===== config.mk =====
export PLATFORM = sky130hd
export DESIGN_NAME = vram_arbiter
export DESIGN_NICKNAME = d
export VERILOG_FILES = /design/src/render_pkg.sv /design/src/vram_arbiter.sv
export VERILOG_INCLUDE_DIRS = /design/src
export SDC_FILE = /design/constraint.sdc
export NUM_CORES = 1
export LEC_CHECK = 0
export ABC_AREA = 1
export BUFFER_PORTS_ARGS = -buffer_cell sky130_fd_sc_hd__buf_2
export CORE_MARGIN = 3
export CORE_UTILIZATION = 27
export CTS_CLUSTER_SIZE = 40
export DETAILED_ROUTE_END_ITERATION = 10
export GPL_TIMING_DRIVEN = 0
export PLACE_DENSITY = 0.86
export SYNTH_ARGS = -nofsm -noshare
export SYNTH_HDL_FRONTEND = slang
export SYNTH_SLANG_ARGS = --single-unit

===== constraint.sdc =====
create_clock -name clk -period 2.3 [get_ports clk]
set_input_delay 0.69 -clock clk [delete_from_list [all_inputs] [get_ports clk]]
set_output_delay 0.69 -clock clk [all_outputs]
set_load 0.01 [all_outputs]

===== src/tile_defines.svh =====
// Tile layer geometry, register map and control bit positions
// shared by the pixel engine and its testbench
`ifndef TILE_DEFINES_SVH
`define TILE_DEFINES_SVH

`define NUM_TILE_LAYERS     4
`define NUM_TILE_REGISTERS  7
`define REG_DATA_WIDTH      16
`define LAYER_SEL_WIDTH     2
`define REG_INDEX_WIDTH     3

// Register indices within one layer
`define TILE_CTRL0          0
`define TILE_CTRL1          1
`define TILE_DATA_OFFSET    2
`define TILE_NOP_VALUE      3
`define TILE_COLOR_KEY      4
`define TILE_OFFSET_X       5
`define TILE_OFFSET_Y       6

// Bit positions in ctrl0
`define TILE_LAYER_ENABLED  0
`define TILE_ENABLE_8_BIT   1
`define TILE_ENABLE_NOP     2
`define TILE_ENABLE_SCROLL  3
`define TILE_ENABLE_TRANSP  4
`define TILE_ENABLE_ALPHA   5
`define TILE_ENABLE_COLOR   6
`define TILE_ENABLE_WRAP_X  7
`define TILE_ENABLE_WRAP_Y  8
`define TILE_ENABLE_FLIP    9

`define VRAM_ADDR_WIDTH     12
`define VRAM_DEPTH          4096
`define TILE_DATA_BASE      12'h800
`define MAP_TILES           32
`define TILE_SIZE           8
`define MAP_PIXELS          (`MAP_TILES * `TILE_SIZE)
`define COORD_WIDTH         8
`define PIXEL_WIDTH         8
`define TILE_NUM_WIDTH      4

`endif


===== src/render_pkg.sv =====
// Shared types of the tile layer pixel engine: register sets,
// VRAM requests, render requests and results, renderer states
`include "tile_defines.svh"

package render_pkg;

  // Index 0 (ctrl0) sits in the low 16 bits, so register i is at bits [16*i +: 16]
  typedef struct packed {
    logic [`REG_DATA_WIDTH-1:0] offset_y;
    logic [`REG_DATA_WIDTH-1:0] offset_x;
    logic [`REG_DATA_WIDTH-1:0] color_key;
    logic [`REG_DATA_WIDTH-1:0] nop_value;
    logic [`REG_DATA_WIDTH-1:0] data_offset;
    logic [`REG_DATA_WIDTH-1:0] ctrl1;
    logic [`REG_DATA_WIDTH-1:0] ctrl0;
  } tile_regs_t;

  typedef struct packed {
    logic                       layer_enabled;
    logic                       enable_nop;
    logic                       enable_scroll;
    logic                       enable_transp;
    logic                       enable_wrap_x;
    logic                       enable_wrap_y;
    logic [`REG_DATA_WIDTH-1:0] data_offset;
    logic [`REG_DATA_WIDTH-1:0] nop_value;
    logic [`REG_DATA_WIDTH-1:0] color_key;
    logic [`REG_DATA_WIDTH-1:0] offset_x;
    logic [`REG_DATA_WIDTH-1:0] offset_y;
  } layer_cfg_t;

  typedef struct packed {
    logic                        valid;
    logic                        write;
    logic [`VRAM_ADDR_WIDTH-1:0] addr;
    logic [`REG_DATA_WIDTH-1:0]  wdata;
  } vram_req_t;

  typedef struct packed {
    logic [`LAYER_SEL_WIDTH-1:0] layer;
    logic [`COORD_WIDTH-1:0]     x;
    logic [`COORD_WIDTH-1:0]     y;
  } render_req_t;

  typedef struct packed {
    logic [`PIXEL_WIDTH-1:0] pixel;
    logic                    transparent;
  } render_result_t;

  typedef enum logic [2:0] {
    idle,
    map_read,
    map_wait,
    tile_read,
    tile_wait,
    done
  } render_state_e;

endpackage


===== src/vram_arbiter.sv =====
// VRAM port arbiter with fixed priority to host writes
// The renderer gets the port only in cycles free of host traffic
`timescale 1ns/1ps

module vram_arbiter (
  input  logic                  clk,
  input  logic                  rst_n,
  input  render_pkg::vram_req_t host_req,
  input  render_pkg::vram_req_t render_req,
  output logic                  render_grant,
  output render_pkg::vram_req_t mem_req
);

  // Set while a renderer read word is on its way back from memory
  logic render_rd_busy;

  always_comb begin
    // One renderer read in flight at a time, so the returning word is always its own
    render_grant = render_req.valid && !host_req.valid && !render_rd_busy;

    if (host_req.valid) begin
      mem_req = host_req;
    end else if (render_grant) begin
      mem_req = render_req;
    end else begin
      mem_req = '0;
    end
  end

  always_ff @(posedge clk or negedge rst_n) begin
    if (!rst_n) begin
      render_rd_busy <= 1'b0;
    end else begin
      render_rd_busy <= render_grant && !render_req.write;
    end
  end

endmodule

# After elaboration in Yosys (flattened, before gate mapping)

Index checks and enable logic that the tools add are counted.

Register bits: 1
Output and inout bits: 31
Logic and storage cells: 9

Muxes and demuxes: 2
Reduce and logical (&&, ||, !) cells: 6

Operator list:

| cell                | number |
|---|---|
| $mux W30            | 2 |
| $logic_and A1 B1 Y1 | 3 |
| $logic_not A1 Y1    | 3 |

# Logic depth before layout (Yosys ltp)

Word-level depth: 5
Gate-level depth with buffers: 4

# Worst setup path after synthesis

Ideal clock, no wire load.

Kind: in2out
Start: input port host_req[29] (netlist name)
End: output port mem_req[0] (netlist name)
Stages on the path: 4
Setup slack: 495 ps
Data required time: 1610 ps
Buffers on the path: 1
Arrival: 1115 ps
Path through: nor2_2 -> buf_4 -> nand3_1 -> nand2_1

RTL lines:

| element            | RTL line           | text |
|---|---|---|
| start: declaration | vram_arbiter.sv:8  | `input render_pkg::vram_req_t host_req,` |
| end: declaration   | vram_arbiter.sv:11 | `output render_pkg::vram_req_t mem_req` |

==> metrics.txt <==
Placed Instances 210; Total Routing Usage GR 0.163; sw power 0.0940 mW; detail-routed via count per cell 4.61; portion of total power attributed to combinational logic 0.907; Sequential Area 25.0 um2; number of nets in the layout between 200 and 300; max-slew headroom at the worst pin 0.880; critical path cell sequence buf_2 > nor2_2 > buf_4 > nand3_1 > nand2_1 > buf_2; worst reg2reg path depth 4; average routed wire per standard cell 10.1 um; global-route wire length before repair roughly 2.8 mm; via total after detailed routing slightly below 1,000; Synth Warn # 0; final routed wirelength across all metal layers between 2 and 2.5 mm; antenna violations before repair 0; path category of the worst min-delay check input pin to asynchronous set/reset pin; total power draw a little over 0.2 mW; Cell Pwr Density around 210 nW/um2; worst slew pin tran ~0.18 ns; synthesized instance count around 100; peak per-stage delay on the critical path approximately 0.19 ns; type of element launching the critical path input pin; final total negative setup slack 0 ns; Period Utilization, post-route 0.910; register bit count reported by yosys 1; # DRC 0; maximum number of pins on one net before global-route repair 11; final worst-path setup slack 0.208 ns; worst slack at placement just under 0.2 ns; number of pins exceeding their max-slew limit in the final report 0; port buffer count 91; nature of the critical path endpoint primary output; sequential cell area fraction in the yosys report 0.0532; share of post-route cells with drive strength above 1 0.531; number of diodes added for antenna fixing 0; Worst Path Arrival between 1 and 1.5 ns; top cells by area, synth sky130_fd_sc_hd__nand2_1 47%, sky130_fd_sc_hd__nand3_1 31%, sky130_fd_sc_hd__buf_2 6.4%; Area growth syn-to-layout 101%; unique cell type count in the Yosys netlist 8; final worst path period need about 2.1 ns; total iterations of the first detailed-routing run 2; DIE WIDTH approximately 48 um; Post-Syn Nets ~170; top achievable clock speed 478 MHz; Worst Hold Slack about 0.47 ns; row cnt 14; I/O pin cnt 93; max_cap viols 0; critical path data required time roughly 1.6 ns; setup clock skew after layout 0 ns; number of setup buffers added after CTS 0; max FFs per register 1; Clock Power Share 0; post-CTS resize count 0; number of filler instances in the final layout between 150 and 200; post-synthesis cell type with the largest combined area sky130_fd_sc_hd__nand2_1; DP HPWL around 1.9 mm; vias in the first global route just over 700; hold violation count in the final report 0; leakage dissipation between 0.6 and 0.7 nW; Crit path top cell by count sky130_fd_sc_hd__buf_2; mean instance size in the synthesized netlist roughly 4.6 um2; Worst-Skew Late Latency 0 ns; cell-internal power 0.109 mW; clock-pin slew on the worst setup and hold paths 0 ns; Crit Path Class input pin to primary output; top cell type's share of synthesized area 0.471; largest reg by FF count render_rd_busy; library cell contributing the largest single delay on the critical path sky130_fd_sc_hd__buf_4; post-route insts no fill 210; worst voltage drop across the vdd grid 0.128 mV; critical-path maximum fanout 10; outcome finished, final reports clean; standard cell core area between 1500 and 2000 um2; Chip Height between 40 and 50 um; global route overflow 0; multi-input combinational cell area about 390 um2; # hold bufs at CTS 0; Synth Cell Area roughly 470 um2; initial core utilization 0.298; residual antenna-violating net count after detailed routing 0; Final setup viols 0; number of design-rule violations left by the first detailed-router iteration 5; final weighted congestion in routability-driven placement about 0.69; Die Outline Area roughly 2300 um2; largest registers render_rd_busy x1; switching share of power 0.463; power share of the sequential group 0.093; RSZ-0062 raised after global routing no
==> per-layer routing <==
layer	track usage	vias to the layer above	wire length (um)
met2	0.361	48	1160
met4	0	0	0
met5	0	-	0
li1	-	509	-
met1	0.170	411	725
met3	0.00376	0	232
==> cell families (layout without fill, tap and decap cells) <==
group | count (synthesis) | after routing | share of synthesized area
simple gates | 91 | 91 | 0.819
buf+inv | 11 | 102 | 0.128
flops | 1 | 1 | 0.0532
==> final cells by class <==
class,count,area share
Timing Repair Buffer,91,0.481
Multi-Input combinational cell,91,0.407
Buffer,9,0.0556
Sequential cell,1,0.0265
Tap cell,16,0.0212
Inverter,2,0.00794
==> power by group through the flow <==
stage               registers, mW  clock network, mW  logic, mW
floorplan                  0.0188                  0     0.0880
global placement           0.0189                  0      0.181
detailed placement         0.0189                  0      0.186
CTS                        0.0189                  0      0.187
global route               0.0190                  0      0.206
finish                     0.0189                  0      0.184
==> stage by stage <==
step | utilization | instance area [um2]
after floorplan | - | 470
after global placement | 0.600 | 946
after detailed placement | 0.600 | 946
after CTS | 0.600 | 946
after global routing | 0.600 | 946
final | 0.600 | 946
==> critical path, delay by kind of cell <==
kind	cells	cell delay [ns]
buffers and inverters	3	0.43
and+or+nand+nor	3	0.28
==> layout by cell type (no fill, tap or decap) <==
master	count
sky130_fd_sc_hd__nand3_1	29
sky130_fd_sc_hd__nand2_2	1
sky130_fd_sc_hd__buf_2	97
sky130_fd_sc_hd__nor2_2	2
sky130_fd_sc_hd__dfrtp_1	1
sky130_fd_sc_hd__nand2_1	59
sky130_fd_sc_hd__buf_4	3
sky130_fd_sc_hd__inv_1	2
==> Yosys cell counts (all sizes together) <==
cell type and n:
buf 9, nand2 60, nand3 29, dfrtp 1
nor2 2, inv 2
==> worst paths after layout <==
| kind | start | end | slack [ns] |
|---|---|---|---|
| worst max-delay path | host_req[29] | mem_req[20] | 0.21 |
| worst min-delay path | rst_n | render_rd_busy | 0.47 |
| worst max register to register | render_rd_busy | render_rd_busy | 1.38 |
| worst min register to register | render_rd_busy | render_rd_busy | 0.70 |
| max in group asynchronous | rst_n | render_rd_busy | 1.75 |
| min in group clk | render_rd_busy | render_rd_busy | 0.70 |
Power figures use the tool's default switching activity.
