--- config.mk ---
export PLATFORM = sky130hd
export DESIGN_NAME = tile_reg_file
export DESIGN_NICKNAME = d
export VERILOG_FILES = /design/src/render_pkg.sv /design/src/tile_reg_file.sv
export VERILOG_INCLUDE_DIRS = /design/src
export SDC_FILE = /design/constraint.sdc
export NUM_CORES = 1
export LEC_CHECK = 0
export BUFFER_PORTS_ARGS = -buffer_cell sky130_fd_sc_hd__clkbuf_2
export CAP_MARGIN = 20
export CORE_MARGIN = 5
export CORE_UTILIZATION = 25
export DETAILED_ROUTE_END_ITERATION = 10
export GPL_TIMING_DRIVEN = 0
export PLACE_DENSITY = 0.42
export SYNTH_ARGS = -nofsm -noshare
export SYNTH_HDL_FRONTEND = slang
export SYNTH_SLANG_ARGS = --single-unit
--- constraint.sdc ---
create_clock -name clk -period 1.2 [get_ports clk]
set_input_delay 0.12 -clock clk [delete_from_list [all_inputs] [get_ports clk]]
set_output_delay 0.12 -clock clk [all_outputs]
set_load 0.005 [all_outputs]
--- src/tile_defines.svh ---
// Tile layer geometry, register map and control bit positions
// shared by the pixel engine and its testbench
`ifndef TILE_DEFINES_SVH
`define TILE_DEFINES_SVH

`define NUM_TILE_LAYERS     4
`define NUM_TILE_REGISTERS  7
`define REG_DATA_WIDTH      16
`define LAYER_SEL_WIDTH     2
`define REG_INDEX_WIDTH     3

// Register indices within one layer
`define TILE_CTRL0          0
`define TILE_CTRL1          1
`define TILE_DATA_OFFSET    2
`define TILE_NOP_VALUE      3
`define TILE_COLOR_KEY      4
`define TILE_OFFSET_X       5
`define TILE_OFFSET_Y       6

// Bit positions in ctrl0
`define TILE_LAYER_ENABLED  0
`define TILE_ENABLE_8_BIT   1
`define TILE_ENABLE_NOP     2
`define TILE_ENABLE_SCROLL  3
`define TILE_ENABLE_TRANSP  4
`define TILE_ENABLE_ALPHA   5
`define TILE_ENABLE_COLOR   6
`define TILE_ENABLE_WRAP_X  7
`define TILE_ENABLE_WRAP_Y  8
`define TILE_ENABLE_FLIP    9

`define VRAM_ADDR_WIDTH     12
`define VRAM_DEPTH          4096
`define TILE_DATA_BASE      12'h800
`define MAP_TILES           32
`define TILE_SIZE           8
`define MAP_PIXELS          (`MAP_TILES * `TILE_SIZE)
`define COORD_WIDTH         8
`define PIXEL_WIDTH         8
`define TILE_NUM_WIDTH      4

`endif

--- src/render_pkg.sv ---
// Shared types of the tile layer pixel engine: register sets,
// VRAM requests, render requests and results, renderer states
`include "tile_defines.svh"

package render_pkg;

  // Index 0 (ctrl0) sits in the low 16 bits, so register i is at bits [16*i +: 16]
  typedef struct packed {
    logic [`REG_DATA_WIDTH-1:0] offset_y;
    logic [`REG_DATA_WIDTH-1:0] offset_x;
    logic [`REG_DATA_WIDTH-1:0] color_key;
    logic [`REG_DATA_WIDTH-1:0] nop_value;
    logic [`REG_DATA_WIDTH-1:0] data_offset;
    logic [`REG_DATA_WIDTH-1:0] ctrl1;
    logic [`REG_DATA_WIDTH-1:0] ctrl0;
  } tile_regs_t;

  typedef struct packed {
    logic                       layer_enabled;
    logic                       enable_nop;
    logic                       enable_scroll;
    logic                       enable_transp;
    logic                       enable_wrap_x;
    logic                       enable_wrap_y;
    logic [`REG_DATA_WIDTH-1:0] data_offset;
    logic [`REG_DATA_WIDTH-1:0] nop_value;
    logic [`REG_DATA_WIDTH-1:0] color_key;
    logic [`REG_DATA_WIDTH-1:0] offset_x;
    logic [`REG_DATA_WIDTH-1:0] offset_y;
  } layer_cfg_t;

  typedef struct packed {
    logic                        valid;
    logic                        write;
    logic [`VRAM_ADDR_WIDTH-1:0] addr;
    logic [`REG_DATA_WIDTH-1:0]  wdata;
  } vram_req_t;

  typedef struct packed {
    logic [`LAYER_SEL_WIDTH-1:0] layer;
    logic [`COORD_WIDTH-1:0]     x;
    logic [`COORD_WIDTH-1:0]     y;
  } render_req_t;

  typedef struct packed {
    logic [`PIXEL_WIDTH-1:0] pixel;
    logic                    transparent;
  } render_result_t;

  typedef enum logic [2:0] {
    idle,
    map_read,
    map_wait,
    tile_read,
    tile_wait,
    done
  } render_state_e;

endpackage

--- src/tile_reg_file.sv ---
// Tile layer register file
// Holds seven 16-bit registers for each of the four layers
`timescale 1ns/1ps
`include "tile_defines.svh"

module tile_reg_file (
  input  logic                        clk,
  input  logic                        rst_n,
  input  logic                        reg_we,
  input  logic [`LAYER_SEL_WIDTH-1:0] reg_layer,
  input  logic [`REG_INDEX_WIDTH-1:0] reg_index,
  input  logic [`REG_DATA_WIDTH-1:0]  reg_wdata,
  output render_pkg::tile_regs_t      regs [`NUM_TILE_LAYERS]
);

  logic index_ok;

  // Index 7 has no register behind it
  assign index_ok = reg_index < `NUM_TILE_REGISTERS;

  always_ff @(posedge clk or negedge rst_n) begin
    if (!rst_n) begin
      for (int i = 0; i < `NUM_TILE_LAYERS; i++) begin
        regs[i] <= '0;
      end
    end else if (reg_we && index_ok) begin
      regs[reg_layer][reg_index*`REG_DATA_WIDTH +: `REG_DATA_WIDTH] <= reg_wdata;
    end
  end

endmodule

Yosys cells after proc, flatten, opt, wreduce, memory -nomap -nowiden:

Index checks and enable logic that the tools add are counted.

* flip-flop bits (word level): 448
* output and inout port bits: 448
* bits of input ports: 24

* bitwise logic cells: 1
* reduce and logical (&&, ||, !) cells: 2
* order comparisons: 3
* mux-type cells: 3
* $add $sub $neg: 1
* shifts and indexed selects: 2

Operators with widths (number)
* bitwise mux 448 bit: 1
* demux 112 bit (select 2 bit): 1
* 2-to-1 mux 112 bit: 1
* variable shift 16 x 34 -> 112 bit (first input constant): 1
* indexed part select 16 x 34 -> 112 bit: 1
* negation 7 -> 34 bit: 1
* greater-or-equal comparator 3 bit (second input constant): 1
* < comparator 3 x 1 -> 1 bit (second input constant): 1
* < comparator 3 bit (second input constant): 1
* inverter 2 -> 3 bit: 1
* logical AND 1 bit: 2

Longest topological paths before layout:

* word-level depth: 6
* depth in mapped cells: 11
* gate-level depth less buffers: 7

Least setup slack after synthesis:

No wires, ideal clock.

* kind: input to register
* from: input reg_index[0]
* to: register regs[197] (netlist bit)
* stages on the path: 10
* path slack: -1273 ps
* data arrival time: 2348 ps
* data required time: 1075 ps
* buffers on the path: 3
* path through: buf_2 > clkbuf_1 > inv_1 > ha_1 > ha_1 > nor2_1 > nand3_1 > nor2_2 > buf_4 > mux2_2

* cells in the longest elaborated chain, start to end: 5
* elaborated cells on any way between the ends: 8
* those cells by class: 1 x add/sub; 1 x order compare; 2 x shift; 3 x mux; 1 x reduce/logical

RTL lines
* start, declared: RTL line tile_reg_file.sv:11 `` input logic [`REG_INDEX_WIDTH-1:0] reg_index, ``
* negation 7 -> 34 bit: RTL line tile_reg_file.sv:27 `` regs[reg_layer][reg_index*`REG_DATA_WIDTH +: `REG_DATA_WIDTH] <= reg_wdata; ``
* variable shift 16 x 34 -> 112 bit: RTL line tile_reg_file.sv:27
* 2-to-1 mux 112 bit: RTL line tile_reg_file.sv:27
* demux 112 bit (select 2 bit): RTL line tile_reg_file.sv:27
* bitwise mux 448 bit: RTL line tile_reg_file.sv:27
* end signal, assigned by index: RTL line tile_reg_file.sv:27
* end, declared: RTL line tile_reg_file.sv:13 `` output render_pkg::tile_regs_t regs [`NUM_TILE_LAYERS] ``

Several ways; a longest one is shown, not always the timed one.
A chain may end at the register's enable or synchronous reset.

Worst setup path after layout:

* from: input reg_index[0]
* to: register regs[236] (netlist bit)

The elaborated chain is that of the path after synthesis.

==> results_dict.tcl <==
set metrics [dict create \
    overflow 0 \
    hold_buffers 8 \
    n_antenna_cell 0 \
    final.min_clock_period_ps 1689 \
    cp_max_fo 5 \
    pwr-share-clk_pct 37.1 \
    grt_use_total_pct 16.97 \
    r2r_setup_slack_ps 280 \
    peakVddDrop_mv 1.024 \
    setup.worst_path.start "reg_index[0]" \
    hp-class "in2async" \
    final_nets 1920 \
    routabilityCongestion 0.7775 \
    io_buffers 466 \
    cts_buffers 53 \
    use_met3_pct 4.759 \
    layout-drive-gt1-share_pct 72.83 \
    yosys_warnings 0 \
    fp.dieH_um 273.1 \
    p_comb_share_pct 21.7 \
    min_period_over_period_pct 140.8 \
    ys_types 26 \
    fmax_mhz 591.9 \
    maxCapViolCount 0 \
    core_area_um2 68590 \
    clk_pin_slew_ps 60 \
    fin_ws_ps -489.5 \
    sw_frac_of_total_pct 25.55 \
    critical_path_class "in2reg" \
    p_leak_nw 14.66 \
    grt_first_pass_wirelength_um 93450 \
    pin_count 472 \
    grt_pass1_vias 12307 \
    fp-row-count 96 \
    vias 12140 \
    mappedNetlistArea_um2 17300 \
    seq_area_frac_synth_pct 64.80 \
    violations "negative hold slack, negative setup slack" \
    first_pass_iters 4 \
    setup_viol 808 \
    cts_tree "yes" \
    num-fill-cells 6415 \
    drt_iter0_drc 550 \
    layout_commonest_cell "dfrtp_1" \
    intPower_w 0.03372 \
    die-area_um2 74570 \
    antenna_found_initial 0 \
    relSlewSlack_pct 43.89 \
    ant_nets 0 \
    switchingPower_w 0.01157 \
    worst_hold_slack_ps -141.0 \
    layout_common_cells "dfrtp_1 (448), mux2_4 (399), clkbuf_2 (378)" \
    clock_path_buffers 3 \
    largest_register_ffs 448 \
    initial_core_util_pct 25.23 \
    p_total_w 0.04529 \
    globalRouteMet2Util_pct 27.31 \
    root_buffer "clkbuf_16" \
    avgSynthCellArea_um2 16.60 \
    fin_skew_ps 0 \
    syn_to_final_growth_pct 66.84 \
    die-width_um 273.1 \
    r2r_start "regs[311]$_DFFE_PN0P_" \
    critical_path.slowest_cell "nor4b_4" \
    dp_hpwl_um 44160 \
    grt_util_met1_pct 22.59 \
    seqPwrFrac_pct 41.2 \
    top_register "regs" \
    synth-seq-cells 448 \
    slowest_delay_ps 300 \
    rsz0062_at_grt "yes" \
    clock_latency_ps 590 \
    wl_per_cell_um 23.92 \
    h-tree-depth 2 \
    end_kind "register" \
    power.density_nw_per_um2 1569 \
    worst_pin_slew_ps 841.6 \
    syn_inst 1042 \
    arrival_ps 2160 \
    r2r_end "regs[311]$_DFFE_PN0P_" \
    top_regs "regs: 448 flops" \
    cts_sinks 448 \
    grt_start_max_net_pins 110 \
    vias_per_cell 4.234 \
    path_cells "buf_8 > buf_12 > clkbuf_16 > clkinv_8 > ha_4 > ha_4 > nor4b_4 > nand3_4 > nor2_4 > buf_12 > clkbuf_16 > mux2_4" \
    drc 0 \
    synth_fp_nets 1068 \
    ff2ff_path_depth 2 \
    hold_viol 204 \
    required_ps 1670 \
    slew_violations 0 \
    top_usage_layer "met2" \
    status "complete, but fails checks" \
    crit_end "regs[236]$_DFFE_PN0P_" \
    start_kind "input port" \
    wl_um 68570 \
]
[worst max-delay path, delay by kind of cell]
kind          cells  cell delay, ps
fa+ha+maj         2             330
mux               1             300
simple gates      3             690
buf+inv           6             710
[cell type report]
cell class	instances	area (µm²)	share of cell area, %
Clock buffer	84	1615	5.596
Inverter	3	23.77	0.08235
Sequential cell	448	11210	38.84
Tap cell	931	1165	4.035
Clock inverter	13	203.9	0.7065
Multi-Input combinational cell	518	7296	25.27
Timing Repair Buffer	807	6656	23.06
Buffer	63	695.7	2.410
[repair_timing]
action                     CTS  global route
setup buffers               88           225
gates cloned                19             7
setup endpoints to repair  896           896
hold endpoints to repair   245           204
pin swaps                   33            22
gates resized for setup    330           300
[routing by layer]
layer	wire length, µm	vias to the layer above
met5	0	-
met1	30640	6360
met3	4383	89
met2	31930	330
met4	1612	0
li1	-	5361
[power groups by stage]
| stage | clock network (W) | logic, W | registers [W] |
|---|---|---|---|
| 2_1_floorplan | 0 | 0.00274 | 0.0188 |
| 3_3_place_gp | 0 | 0.00689 | 0.0188 |
| 3_5_place_dp | 0 | 0.00698 | 0.0188 |
| 4_1_cts | 0.0173 | 0.00786 | 0.0186 |
| 5_1_grt | 0.0179 | 0.0105 | 0.0189 |
| 6_report | 0.0168 | 0.00985 | 0.0186 |
[worst min-delay path by stage]
stage | start | end | slack [ps] | cells past startpoint
3_5_place_dp | rst_n | regs[98]$_DFFE_PN0P_ | 50 | 1
2_1_floorplan | rst_n | regs[0]$_DFFE_PN0P_ | -180 | 0
5_1_grt | rst_n | regs[132]$_DFFE_PN0P_ | -100 | 5
3_3_place_gp | regs[426]$_DFFE_PN0P_ | regs[426]$_DFFE_PN0P_ | 490 | 1
6_report | rst_n | regs[132]$_DFFE_PN0P_ | -140 | 5
4_1_cts | rst_n | regs[132]$_DFFE_PN0P_ | -130 | 5
[Yosys cell counts]
library cell | number | area [µm²]
and2_1 | 11 | 68.82
and2b_4 | 1 | 10.01
and3_1 | 11 | 68.82
and3b_1 | 1 | 8.760
buf_1 | 8 | 30.03
buf_2 | 4 | 20.02
buf_4 | 16 | 120.1
buf_6 | 13 | 146.4
clkbuf_1 | 32 | 120.1
dfrtp_1 | 448 | 11210
ha_1 | 2 | 25.02
inv_1 | 3 | 11.26
mux2_2 | 448 | 5045
nand3_1 | 1 | 5.000
nand3_2 | 4 | 40.04
nand3_4 | 2 | 35.03
nand3b_2 | 1 | 11.26
nand3b_4 | 1 | 20.02
nand4_2 | 1 | 12.51
nand4b_2 | 2 | 30.03
nor2_1 | 2 | 7.510
nor2_2 | 17 | 106.4
nor2_4 | 8 | 90.09
nor4b_4 | 1 | 23.77
o21ba_4 | 1 | 16.27
or2_1 | 3 | 18.77
[through the flow]
step	cells	worst slack [ps]	util, %	area [µm²]	TNS, ps
2_1_floorplan	1042	-891.8	-	18080	-358980
3_3_place_gp	2439	-10660	31.46	21580	-5332050
3_5_place_dp	2443	-1674	31.63	21690	-658730
4_1_cts	2646	-474.9	38.20	26200	-197440
5_1_grt	2867	-502.0	42.09	28870	-221650
6_report	2867	-489.5	42.09	28870	-189740
[logic make-up after synthesis]
group,Yosys count,share of synthesized area (%)
and+or+nand+nor,67,3.218
muxes,448,29.16
DFF,448,64.80
buffers and inverters,76,2.589
adders and majority gates,2,0.1446
AOI/OAI and AO/OA,1,0.09404
(Power assumes the default switching activity.)
