`src/tile_defines.svh`:
```
// Tile layer geometry, register map and control bit positions
// shared by the pixel engine and its testbench
`ifndef TILE_DEFINES_SVH
`define TILE_DEFINES_SVH

`define NUM_TILE_LAYERS     4
`define NUM_TILE_REGISTERS  7
`define REG_DATA_WIDTH      16
`define LAYER_SEL_WIDTH     2
`define REG_INDEX_WIDTH     3

// Register indices within one layer
`define TILE_CTRL0          0
`define TILE_CTRL1          1
`define TILE_DATA_OFFSET    2
`define TILE_NOP_VALUE      3
`define TILE_COLOR_KEY      4
`define TILE_OFFSET_X       5
`define TILE_OFFSET_Y       6

// Bit positions in ctrl0
`define TILE_LAYER_ENABLED  0
`define TILE_ENABLE_8_BIT   1
`define TILE_ENABLE_NOP     2
`define TILE_ENABLE_SCROLL  3
`define TILE_ENABLE_TRANSP  4
`define TILE_ENABLE_ALPHA   5
`define TILE_ENABLE_COLOR   6
`define TILE_ENABLE_WRAP_X  7
`define TILE_ENABLE_WRAP_Y  8
`define TILE_ENABLE_FLIP    9

`define VRAM_ADDR_WIDTH     12
`define VRAM_DEPTH          4096
`define TILE_DATA_BASE      12'h800
`define MAP_TILES           32
`define TILE_SIZE           8
`define MAP_PIXELS          (`MAP_TILES * `TILE_SIZE)
`define COORD_WIDTH         8
`define PIXEL_WIDTH         8
`define TILE_NUM_WIDTH      4

`endif

```
`src/render_pkg.sv`:
```
// Shared types of the tile layer pixel engine: register sets,
// VRAM requests, render requests and results, renderer states
`include "tile_defines.svh"

package render_pkg;

  // Index 0 (ctrl0) sits in the low 16 bits, so register i is at bits [16*i +: 16]
  typedef struct packed {
    logic [`REG_DATA_WIDTH-1:0] offset_y;
    logic [`REG_DATA_WIDTH-1:0] offset_x;
    logic [`REG_DATA_WIDTH-1:0] color_key;
    logic [`REG_DATA_WIDTH-1:0] nop_value;
    logic [`REG_DATA_WIDTH-1:0] data_offset;
    logic [`REG_DATA_WIDTH-1:0] ctrl1;
    logic [`REG_DATA_WIDTH-1:0] ctrl0;
  } tile_regs_t;

  typedef struct packed {
    logic                       layer_enabled;
    logic                       enable_nop;
    logic                       enable_scroll;
    logic                       enable_transp;
    logic                       enable_wrap_x;
    logic                       enable_wrap_y;
    logic [`REG_DATA_WIDTH-1:0] data_offset;
    logic [`REG_DATA_WIDTH-1:0] nop_value;
    logic [`REG_DATA_WIDTH-1:0] color_key;
    logic [`REG_DATA_WIDTH-1:0] offset_x;
    logic [`REG_DATA_WIDTH-1:0] offset_y;
  } layer_cfg_t;

  typedef struct packed {
    logic                        valid;
    logic                        write;
    logic [`VRAM_ADDR_WIDTH-1:0] addr;
    logic [`REG_DATA_WIDTH-1:0]  wdata;
  } vram_req_t;

  typedef struct packed {
    logic [`LAYER_SEL_WIDTH-1:0] layer;
    logic [`COORD_WIDTH-1:0]     x;
    logic [`COORD_WIDTH-1:0]     y;
  } render_req_t;

  typedef struct packed {
    logic [`PIXEL_WIDTH-1:0] pixel;
    logic                    transparent;
  } render_result_t;

  typedef enum logic [2:0] {
    idle,
    map_read,
    map_wait,
    tile_read,
    tile_wait,
    done
  } render_state_e;

endpackage

```
`src/tile_pixel_renderer.sv`:
```
// Tile pixel renderer
// Turns a layer and screen coordinate into one pixel via a map read and a tile read
`timescale 1ns/1ps
`include "tile_defines.svh"

module tile_pixel_renderer (
  input  logic                        clk,
  input  logic                        rst_n,
  input  logic                        start,
  input  render_pkg::render_req_t     req,
  input  render_pkg::layer_cfg_t      cfg,
  input  logic                        grant,
  input  logic [`REG_DATA_WIDTH-1:0]  rdata,
  output logic [`LAYER_SEL_WIDTH-1:0] cur_layer,
  output render_pkg::vram_req_t       mem_req,
  output logic                        valid,
  output render_pkg::render_result_t  result
);
  import render_pkg::*;

  render_state_e               state;
  render_req_t                 req_q;
  logic [`REG_DATA_WIDTH:0]    sum_x;
  logic [`REG_DATA_WIDTH:0]    sum_y;
  logic [`COORD_WIDTH-1:0]     map_x;
  logic [`COORD_WIDTH-1:0]     map_y;
  logic                        skip;
  logic [`VRAM_ADDR_WIDTH-1:0] map_addr;
  logic [`VRAM_ADDR_WIDTH-1:0] tile_addr;
  logic [2:0]                  fine_row_q;
  logic [2:0]                  fine_col_q;
  logic [`TILE_NUM_WIDTH-1:0]  tile_q;
  logic [`PIXEL_WIDTH-1:0]     pix_q;

  assign cur_layer = req_q.layer;

  // Coordinate step, evaluated against the latched request
  always_comb begin
    sum_x = (`REG_DATA_WIDTH+1)'(req_q.x);
    sum_y = (`REG_DATA_WIDTH+1)'(req_q.y);
    if (cfg.enable_scroll) begin
      sum_x = sum_x + (`REG_DATA_WIDTH+1)'(cfg.offset_x);
      sum_y = sum_y + (`REG_DATA_WIDTH+1)'(cfg.offset_y);
    end
    // Keeping only the low 8 bits is the wrap, modulo 256
    map_x = sum_x[`COORD_WIDTH-1:0];
    map_y = sum_y[`COORD_WIDTH-1:0];
    skip  = !cfg.layer_enabled
            || (sum_x >= `MAP_PIXELS && !cfg.enable_wrap_x)
            || (sum_y >= `MAP_PIXELS && !cfg.enable_wrap_y);
  end

  assign map_addr = cfg.data_offset[`VRAM_ADDR_WIDTH-1:0]
                    + `VRAM_ADDR_WIDTH'(map_y / `TILE_SIZE) * `VRAM_ADDR_WIDTH'(`MAP_TILES)
                    + `VRAM_ADDR_WIDTH'(map_x / `TILE_SIZE);

  assign tile_addr = `TILE_DATA_BASE
                     + `VRAM_ADDR_WIDTH'(tile_q) * `VRAM_ADDR_WIDTH'(`TILE_SIZE * `TILE_SIZE)
                     + `VRAM_ADDR_WIDTH'(fine_row_q) * `VRAM_ADDR_WIDTH'(`TILE_SIZE)
                     + `VRAM_ADDR_WIDTH'(fine_col_q);

  // Read requests stay up until the arbiter grants them
  always_comb begin
    mem_req = '0;
    if (state == map_read && !skip) begin
      mem_req.valid = 1'b1;
      mem_req.addr  = map_addr;
    end else if (state == tile_read) begin
      mem_req.valid = 1'b1;
      mem_req.addr  = tile_addr;
    end
  end

  always_ff @(posedge clk or negedge rst_n) begin
    if (!rst_n) begin
      state  <= idle;
      req_q  <= '0;
      valid  <= 1'b0;
      result <= '0;
    end else begin
      valid <= 1'b0;
      case (state)
        idle: begin
          if (start) begin
            req_q <= req;
            state <= map_read;
          end
        end
        map_read: begin
          // Disabled layer or off-map coordinate ends early with pixel 0
          if (skip) begin
            result <= '{pixel: '0, transparent: 1'b1};
            valid  <= 1'b1;
            state  <= idle;
          end else if (grant) begin
            state <= map_wait;
          end
        end
        map_wait: begin
          if (cfg.enable_nop && rdata == cfg.nop_value) begin
            result <= '{pixel: '0, transparent: 1'b1};
            valid  <= 1'b1;
            state  <= idle;
          end else begin
            state <= tile_read;
          end
        end
        tile_read: begin
          if (grant) begin
            state <= tile_wait;
          end
        end
        tile_wait: begin
          state <= done;
        end
        done: begin
          // A keyed pixel keeps its value and only gets the transparent flag
          result.pixel       <= pix_q;
          result.transparent <= cfg.enable_transp
                                && pix_q == cfg.color_key[`PIXEL_WIDTH-1:0];
          valid              <= 1'b1;
          state              <= idle;
        end
        default: begin
          state <= idle;
        end
      endcase
    end
  end

  // Datapath captures along the map and tile reads
  always_ff @(posedge clk) begin
    if (state == map_read && grant) begin
      fine_row_q <= 3'(map_y % `TILE_SIZE);
      fine_col_q <= 3'(map_x % `TILE_SIZE);
    end
    if (state == map_wait) begin
      tile_q <= rdata[`TILE_NUM_WIDTH-1:0];
    end
    if (state == tile_wait) begin
      pix_q <= rdata[`PIXEL_WIDTH-1:0];
    end
  end

endmodule

```
`config.mk`:
```
export PLATFORM = sky130hd
export DESIGN_NAME = tile_pixel_renderer
export DESIGN_NICKNAME = d
export VERILOG_FILES = /design/src/render_pkg.sv /design/src/tile_pixel_renderer.sv
export VERILOG_INCLUDE_DIRS = /design/src
export SDC_FILE = /design/constraint.sdc
export NUM_CORES = 1
export LEC_CHECK = 0
export ABC_AREA = 1
export ABC_CLOCK_PERIOD_IN_PS = 3800
export BUFFER_PORTS_ARGS = -buffer_cell sky130_fd_sc_hd__buf_2
export CAP_MARGIN = 20
export CORE_AREA = 2 2 88 111
export DETAILED_ROUTE_END_ITERATION = 10
export DIE_AREA = 0 0 90 113
export GPL_ROUTABILITY_DRIVEN = 0
export GPL_TIMING_DRIVEN = 0
export HOLD_SLACK_MARGIN = 0.15
export MAX_ROUTING_LAYER = met4
export PLACE_DENSITY = 0.8
export SYNTH_ARGS = -nofsm -noshare
export SYNTH_HDL_FRONTEND = slang
export SYNTH_SLANG_ARGS = --single-unit
export TNS_END_PERCENT = 1
```
`constraint.sdc`:
```
create_clock -name clk -period 3.8 [get_ports clk]
set_input_delay 0.38 -clock clk [delete_from_list [all_inputs] [get_ports clk]]
set_output_delay 0.38 -clock clk [all_outputs]
set_load 0.01 [all_outputs]
```
* Yosys cells after proc, flatten, opt, wreduce, memory -nomap -nowiden
Cells that the tools add are included.
** Operators by class
- $add $sub $neg :: 7
- Eq/ne operators :: 12
- Multiplexer cells :: 18
- Reduce and logical (&&, ||, !) cells :: 17
- $lt $le $gt $ge :: 2
** Operators by type and width (number)
- adder 8 x 16 -> 17 bit :: 2
- greater-or-equal comparator 17 x 9 -> 1 bit, second input constant :: 2
- 2-to-1 mux 17 bit :: 2
- one-hot mux 9 bit (3 select lines) :: 1
- 2-to-1 mux 12 bit :: 2
- 2-to-1 mux 9 bit :: 2
- == test 16 bit :: 1
- one-hot mux 3 bit (5 select lines) :: 1
- adder 12 x 10 -> 12 bit :: 1
- adder 12 x 10 -> 12 bit, first input constant :: 1
- adder 12 x 3 -> 12 bit :: 1
- adder 12 x 5 -> 12 bit :: 1
- adder 12 x 6 -> 12 bit :: 1
- 2-to-1 mux 3 bit :: 4
- == test 8 bit :: 1
- inequality test 2 bit, second input constant :: 4
- == test 3 x 2 -> 1 bit, second input constant :: 2
- == test 3 bit, second input constant :: 2
- logical AND 1 bit :: 6
- AND reduction 3 bit :: 2
- zero test 1 bit :: 4
- 2-to-1 mux 1 bit :: 4
- == test 3 x 1 -> 1 bit, second input constant :: 1
- zero test 3 bit :: 1
- other kinds (6) :: 7
** Storage, ports and cells
- Logic and storage cells :: 67
- Input bits :: 124
- Output and inout bits :: 42
- Bits in registers :: 49

* Longest topological paths before layout
- Depth in word-level cells :: 9
- Gate-level depth with buffers :: 23
- Gate-level depth less buffers :: 23

* Worst setup path after synthesis
Ideal clock, no wire load.
- Kind :: input to output
- From :: input cfg[16] in the netlist's numbering
- To :: output mem_req[26] in the netlist's numbering
- Required time :: 3420 ps
- Arrival :: 3248 ps
- Slack :: 172 ps
- Path buffers :: 0
- Stages :: 21
- Cell sequence :: ha_1 > fa_1 > nand3_1 > nand3_1 > xnor2_1 > nand2_1 > o21ai_0 > fa_1 > o21ai_0 > nand2_1 > nand2_1 > nand2_1 > nand2_1 > nand2_1 > nand2_1 > nand2_1 > a21oi_1 > o21ai_0 > nand2_1 > xnor2_1 > nor2_1
** RTL lines
- start, declared :: line tile_pixel_renderer.sv:11 : input render_pkg::layer_cfg_t cfg,
- end, declared :: line tile_pixel_renderer.sv:15 : output render_pkg::vram_req_t mem_req,

==> results by group <==
Worst setup path
  • Delay of the slowest cell on the worst path: 0.42 ns
  • Arrival time of data at the critical path endpoint: 3.55 ns
  • Crit-path most repeated cell: nand2_1
  • Slowest cell on crit path: dfrtp_1
  • Critical path launch point type: flip-flop
  • Worst endpoint required time: 3.42 ns
  • Critical Path, Cell by Cell: buf_4 > fa_2 > nand3_2 > nand3_4 > nand2_2 > nand2_2 > xnor2_2 > o21ai_2 > ha_4 > nand2_1 > o21ai_2 > nand2_1 > nand2_1 > nand2_1 > nand2_1 > nand2_1 > nand2_1 > nand2_2 > a21oi_2 > o21ai_1 > nand2_1 > xnor2_1 > nor2_1 > buf_2
  • Reg-to-reg endpoint: result[5]$_DFFE_PN0P_
  • Startpoint-to-endpoint class of the critical path: flip-flop to output port
  • Worst Reg2Reg Path Length in Cells: 20
  • Worst reg2reg path startpoint: req_q[9]$_DFFE_PN0P_
  • Sort of element at the end of the critical path: output port
  • Largest fanout on the critical path: 5
  • Setup slack on the worst flop-to-flop path: 1.06 ns
  • CP Depth: 24
  • Worst Setup SP: req_q[9]$_DFFE_PN0P_
  • Top Family by Delay on Critical Path: simple AND/OR/NAND/NOR gates
  • Worst path bufs/invs: 2

Detailed routing
  • Final routed wire length divided by cell count: 13.1 um
  • Routed wire length: 12,700 um
  • Vias: 4,777
  • Iteration-0 DRC count of the detailed router: 220
  • Remaining DRCs: 0
  • Detailed-routing iteration count for the pre-antenna-repair pass: 4
  • Final antenna-violating net count: 0
  • Per-cell via count in the routed design: 4.94

Die
  • Area of the core: 9080 sq um
  • Starting utilization of the core area: 0.501
  • DIE HEIGHT: 113 um
  • I/O pin count: 166
  • Die width: 90 um
  • Die outline area: 10,200 sq um
  • Std cell rows: 39

Clock tree
  • Deepest clock path buffer count: 2
  • Clock latency on the worst-skew pair: 0.30 ns
  • Post-cts hold buffer count: 0
  • Buffer type at the clock tree root: clkbuf_16
  • Number of buffers inserted during clock tree synthesis: 5
  • Clock tree from TritonCTS: yes
  • Clock-pin slew on the worst setup and hold paths: 0.07 ns
  • Total number of clock tree sinks: 49
  • Htree depth: 2

Global route
  • Global-route wire length before repair: 20,100 um
  • Number of global-route vias before repair: 4,617
  • Antenna violations before repair: 0
  • Total gr overflow: 0
  • Aggregate global-route resource usage: 0.247
  • Pin count of the biggest net entering global routing: 32

Status
  • Run status: complete, but fails checks
  • Violated checks: setup timing

Yosys
  • Area of the mapped netlist: 4540 sq um
  • Share of synthesized registers carrying an async set or reset: 0.633
  • Synthesized area per cell: 6.86 sq um
  • Distinct cells, synth: 39
  • Post-synth top area share: 0.192
  • Top FF cell, synth: dfrtp_1
  • Main combinational cell family by area after synthesis: simple AND/OR/NAND/NOR gates
  • Synth Area in XOR/XNOR: 0.0501
  • Leading cell types by total area after synthesis: nand2_1 19%, dfrtp_1 17%, edfxtp_1 12%
  • Synthesized-area fraction occupied by adder cells: 0.0848
  • YS warnings: 0
  • Fraction of synthesized area in multiplexers: 0.0446
  • Sequential share of the synthesized area: 0.290
  • Fraction of the mapped netlist area in simple logic gates: 0.338
  • Library cell with the largest summed area after synthesis: nand2_1
  • Post-synthesis compound-gate area fraction: 0.0774
  • Yosys reg bits: 49
  • Post-Syn Instances: 662
  • Number of flops mapped to enable cells by yosys: 18

Timing
  • Aggregate negative setup slack: -0.372 ns
  • Post-route clock period utilization: 1.03
  • Final Hold Fails: 0
  • Final worst setup slack: -0.131 ns
  • Number of max-slew violations in the final report: 0
  • Unrepaired setup endpoints after global routing: true
  • Clock period minus worst slack: 3.93 ns
  • Number of setup violations in the final report: 4
  • Max_slew headroom: 0.347
  • Worst slew pin tran: 0.971 ns
  • Maximum clock skew at final layout: 0.00469 ns
  • Max Fclk: 254 MHz

Cells and area
  • Fraction of final layout cells with drive strength greater than 1: 0.308
  • Diodes inserted: 0
  • Area Overhead vs Synth: 31.6%
  • Final layout net count: 996
  • Sequential cell area: 1320 sq um
  • Top library cells by usage in the layout, fill and taps aside: 224 x nand2_1, 135 x buf_2, 90 x inv_1
  • Most common cell after layout, fill and taps aside: nand2_1
  • Filler instances: 778
  • Area used by multi-input combinational logic: 2990 sq um

Power and ir drop
  • Worst vdd ir: 0.286 mV
  • Overall power: 4.02 mW
  • Leak Pwr: 3.25 nW
  • Power density over the cells: 672 nW/um^2

Placement
  • Detail Placement HPWL: 9930 um
  • Number of buffers added on ports: 135

Worst hold path
  • Tightest Hold Check Type: primary input to async pin

Run
  • Reported max-cap violation count: 0
registers in the layout, indices dropped and copies added, names as in the netlist, 2 cells and up:
name and flops:
cur_layer 2, state 3, fine_col_q 3, req_q 16
result 9, pix_q 8, tile_q 4, fine_row_q 3
where the power goes:
group          switching (mW)  internal, mW  total (mW)  leakage (nW)
Combinational            1.45          1.18        2.63          2.64
Sequential              0.155         0.762       0.917         0.547
Clock                   0.224         0.249       0.473        0.0708
synth_stat cells, types with 2 or more instances:
master and count:
nand2_1 232, inv_1 90, nand3_1 46, nor2_1 44
dfrtp_1 31, ha_1 26, o21ai_0 22, buf_4 19
edfxtp_1 18, mux2_2 18, xnor2_1 18, a21oi_1 13
nand4_1 12, nor3_1 11, xor2_1 8, o21ai_1 7
clkbuf_1 5, or2_1 4, or2_2 4, fa_1 3
inv_2 3, nand3b_1 3, a211oi_1 2, a21boi_0 2
a21boi_1 2, nor2_2 2, nor4_1 2, o21bai_1 2
o22ai_1 2, o31ai_4 2
metrics by stage:
step / hold slack [ns] / setup slack [ns] / area [sq um] / utilization / cells
after floorplan: 0.0844 / 0.172 / 4600 / - / 678
after global placement: 0.450 / -0.360 / 5430 / 0.599 / 936
after detailed placement: 0.454 / -0.458 / 5430 / 0.599 / 936
after CTS: 0.180 / -0.181 / 5720 / 0.631 / 952
after global routing: 0.217 / -0.337 / 5980 / 0.659 / 967
final: 0.154 / -0.131 / 5980 / 0.659 / 967
worst max-delay path by stage:
| stage | end |
|---|---|
| after floorplan | mem_req[26] |
| after global placement | mem_req[26] |
| after detailed placement | mem_req[26] |
| after CTS | mem_req[26] |
| after global routing | mem_req[26] |
| final | mem_req[26] |
metal layers:
layer  vias up  track usage  share of wire
li1       2457            -              -
met1      2114        0.270           0.39
met2       161        0.452           0.53
met3        45       0.0366          0.047
met4         0       0.0974          0.038
met5         -            -              0
final cells by class:
cell class              count  share of cell area
multi-input cells         511               0.499
flip-flops and latches     49               0.220
repair buffers            158               0.142
inverters                  93              0.0584
plain buffers              25              0.0291
well taps                 123              0.0257
clock buffers               5              0.0209
clock inverters             3             0.00419
timing repair:
action,in CTS,in global routing
pin swaps,18,25
setup endpoints to repair,5,5
buffers inserted,8,14
resized for setup,25,36
kinds of logic (layout without fill, tap and decap cells):
family | after synthesis | in the layout
other cells | 1 | 17
simple gates | 364 | 364
buf+inv | 118 | 284
mux | 18 | 18
fa+ha+maj | 29 | 29
xor+xnor | 26 | 26
compound gates | 57 | 57
flops | 49 | 49
No activity file was read; power rests on OpenSTA's default activity.
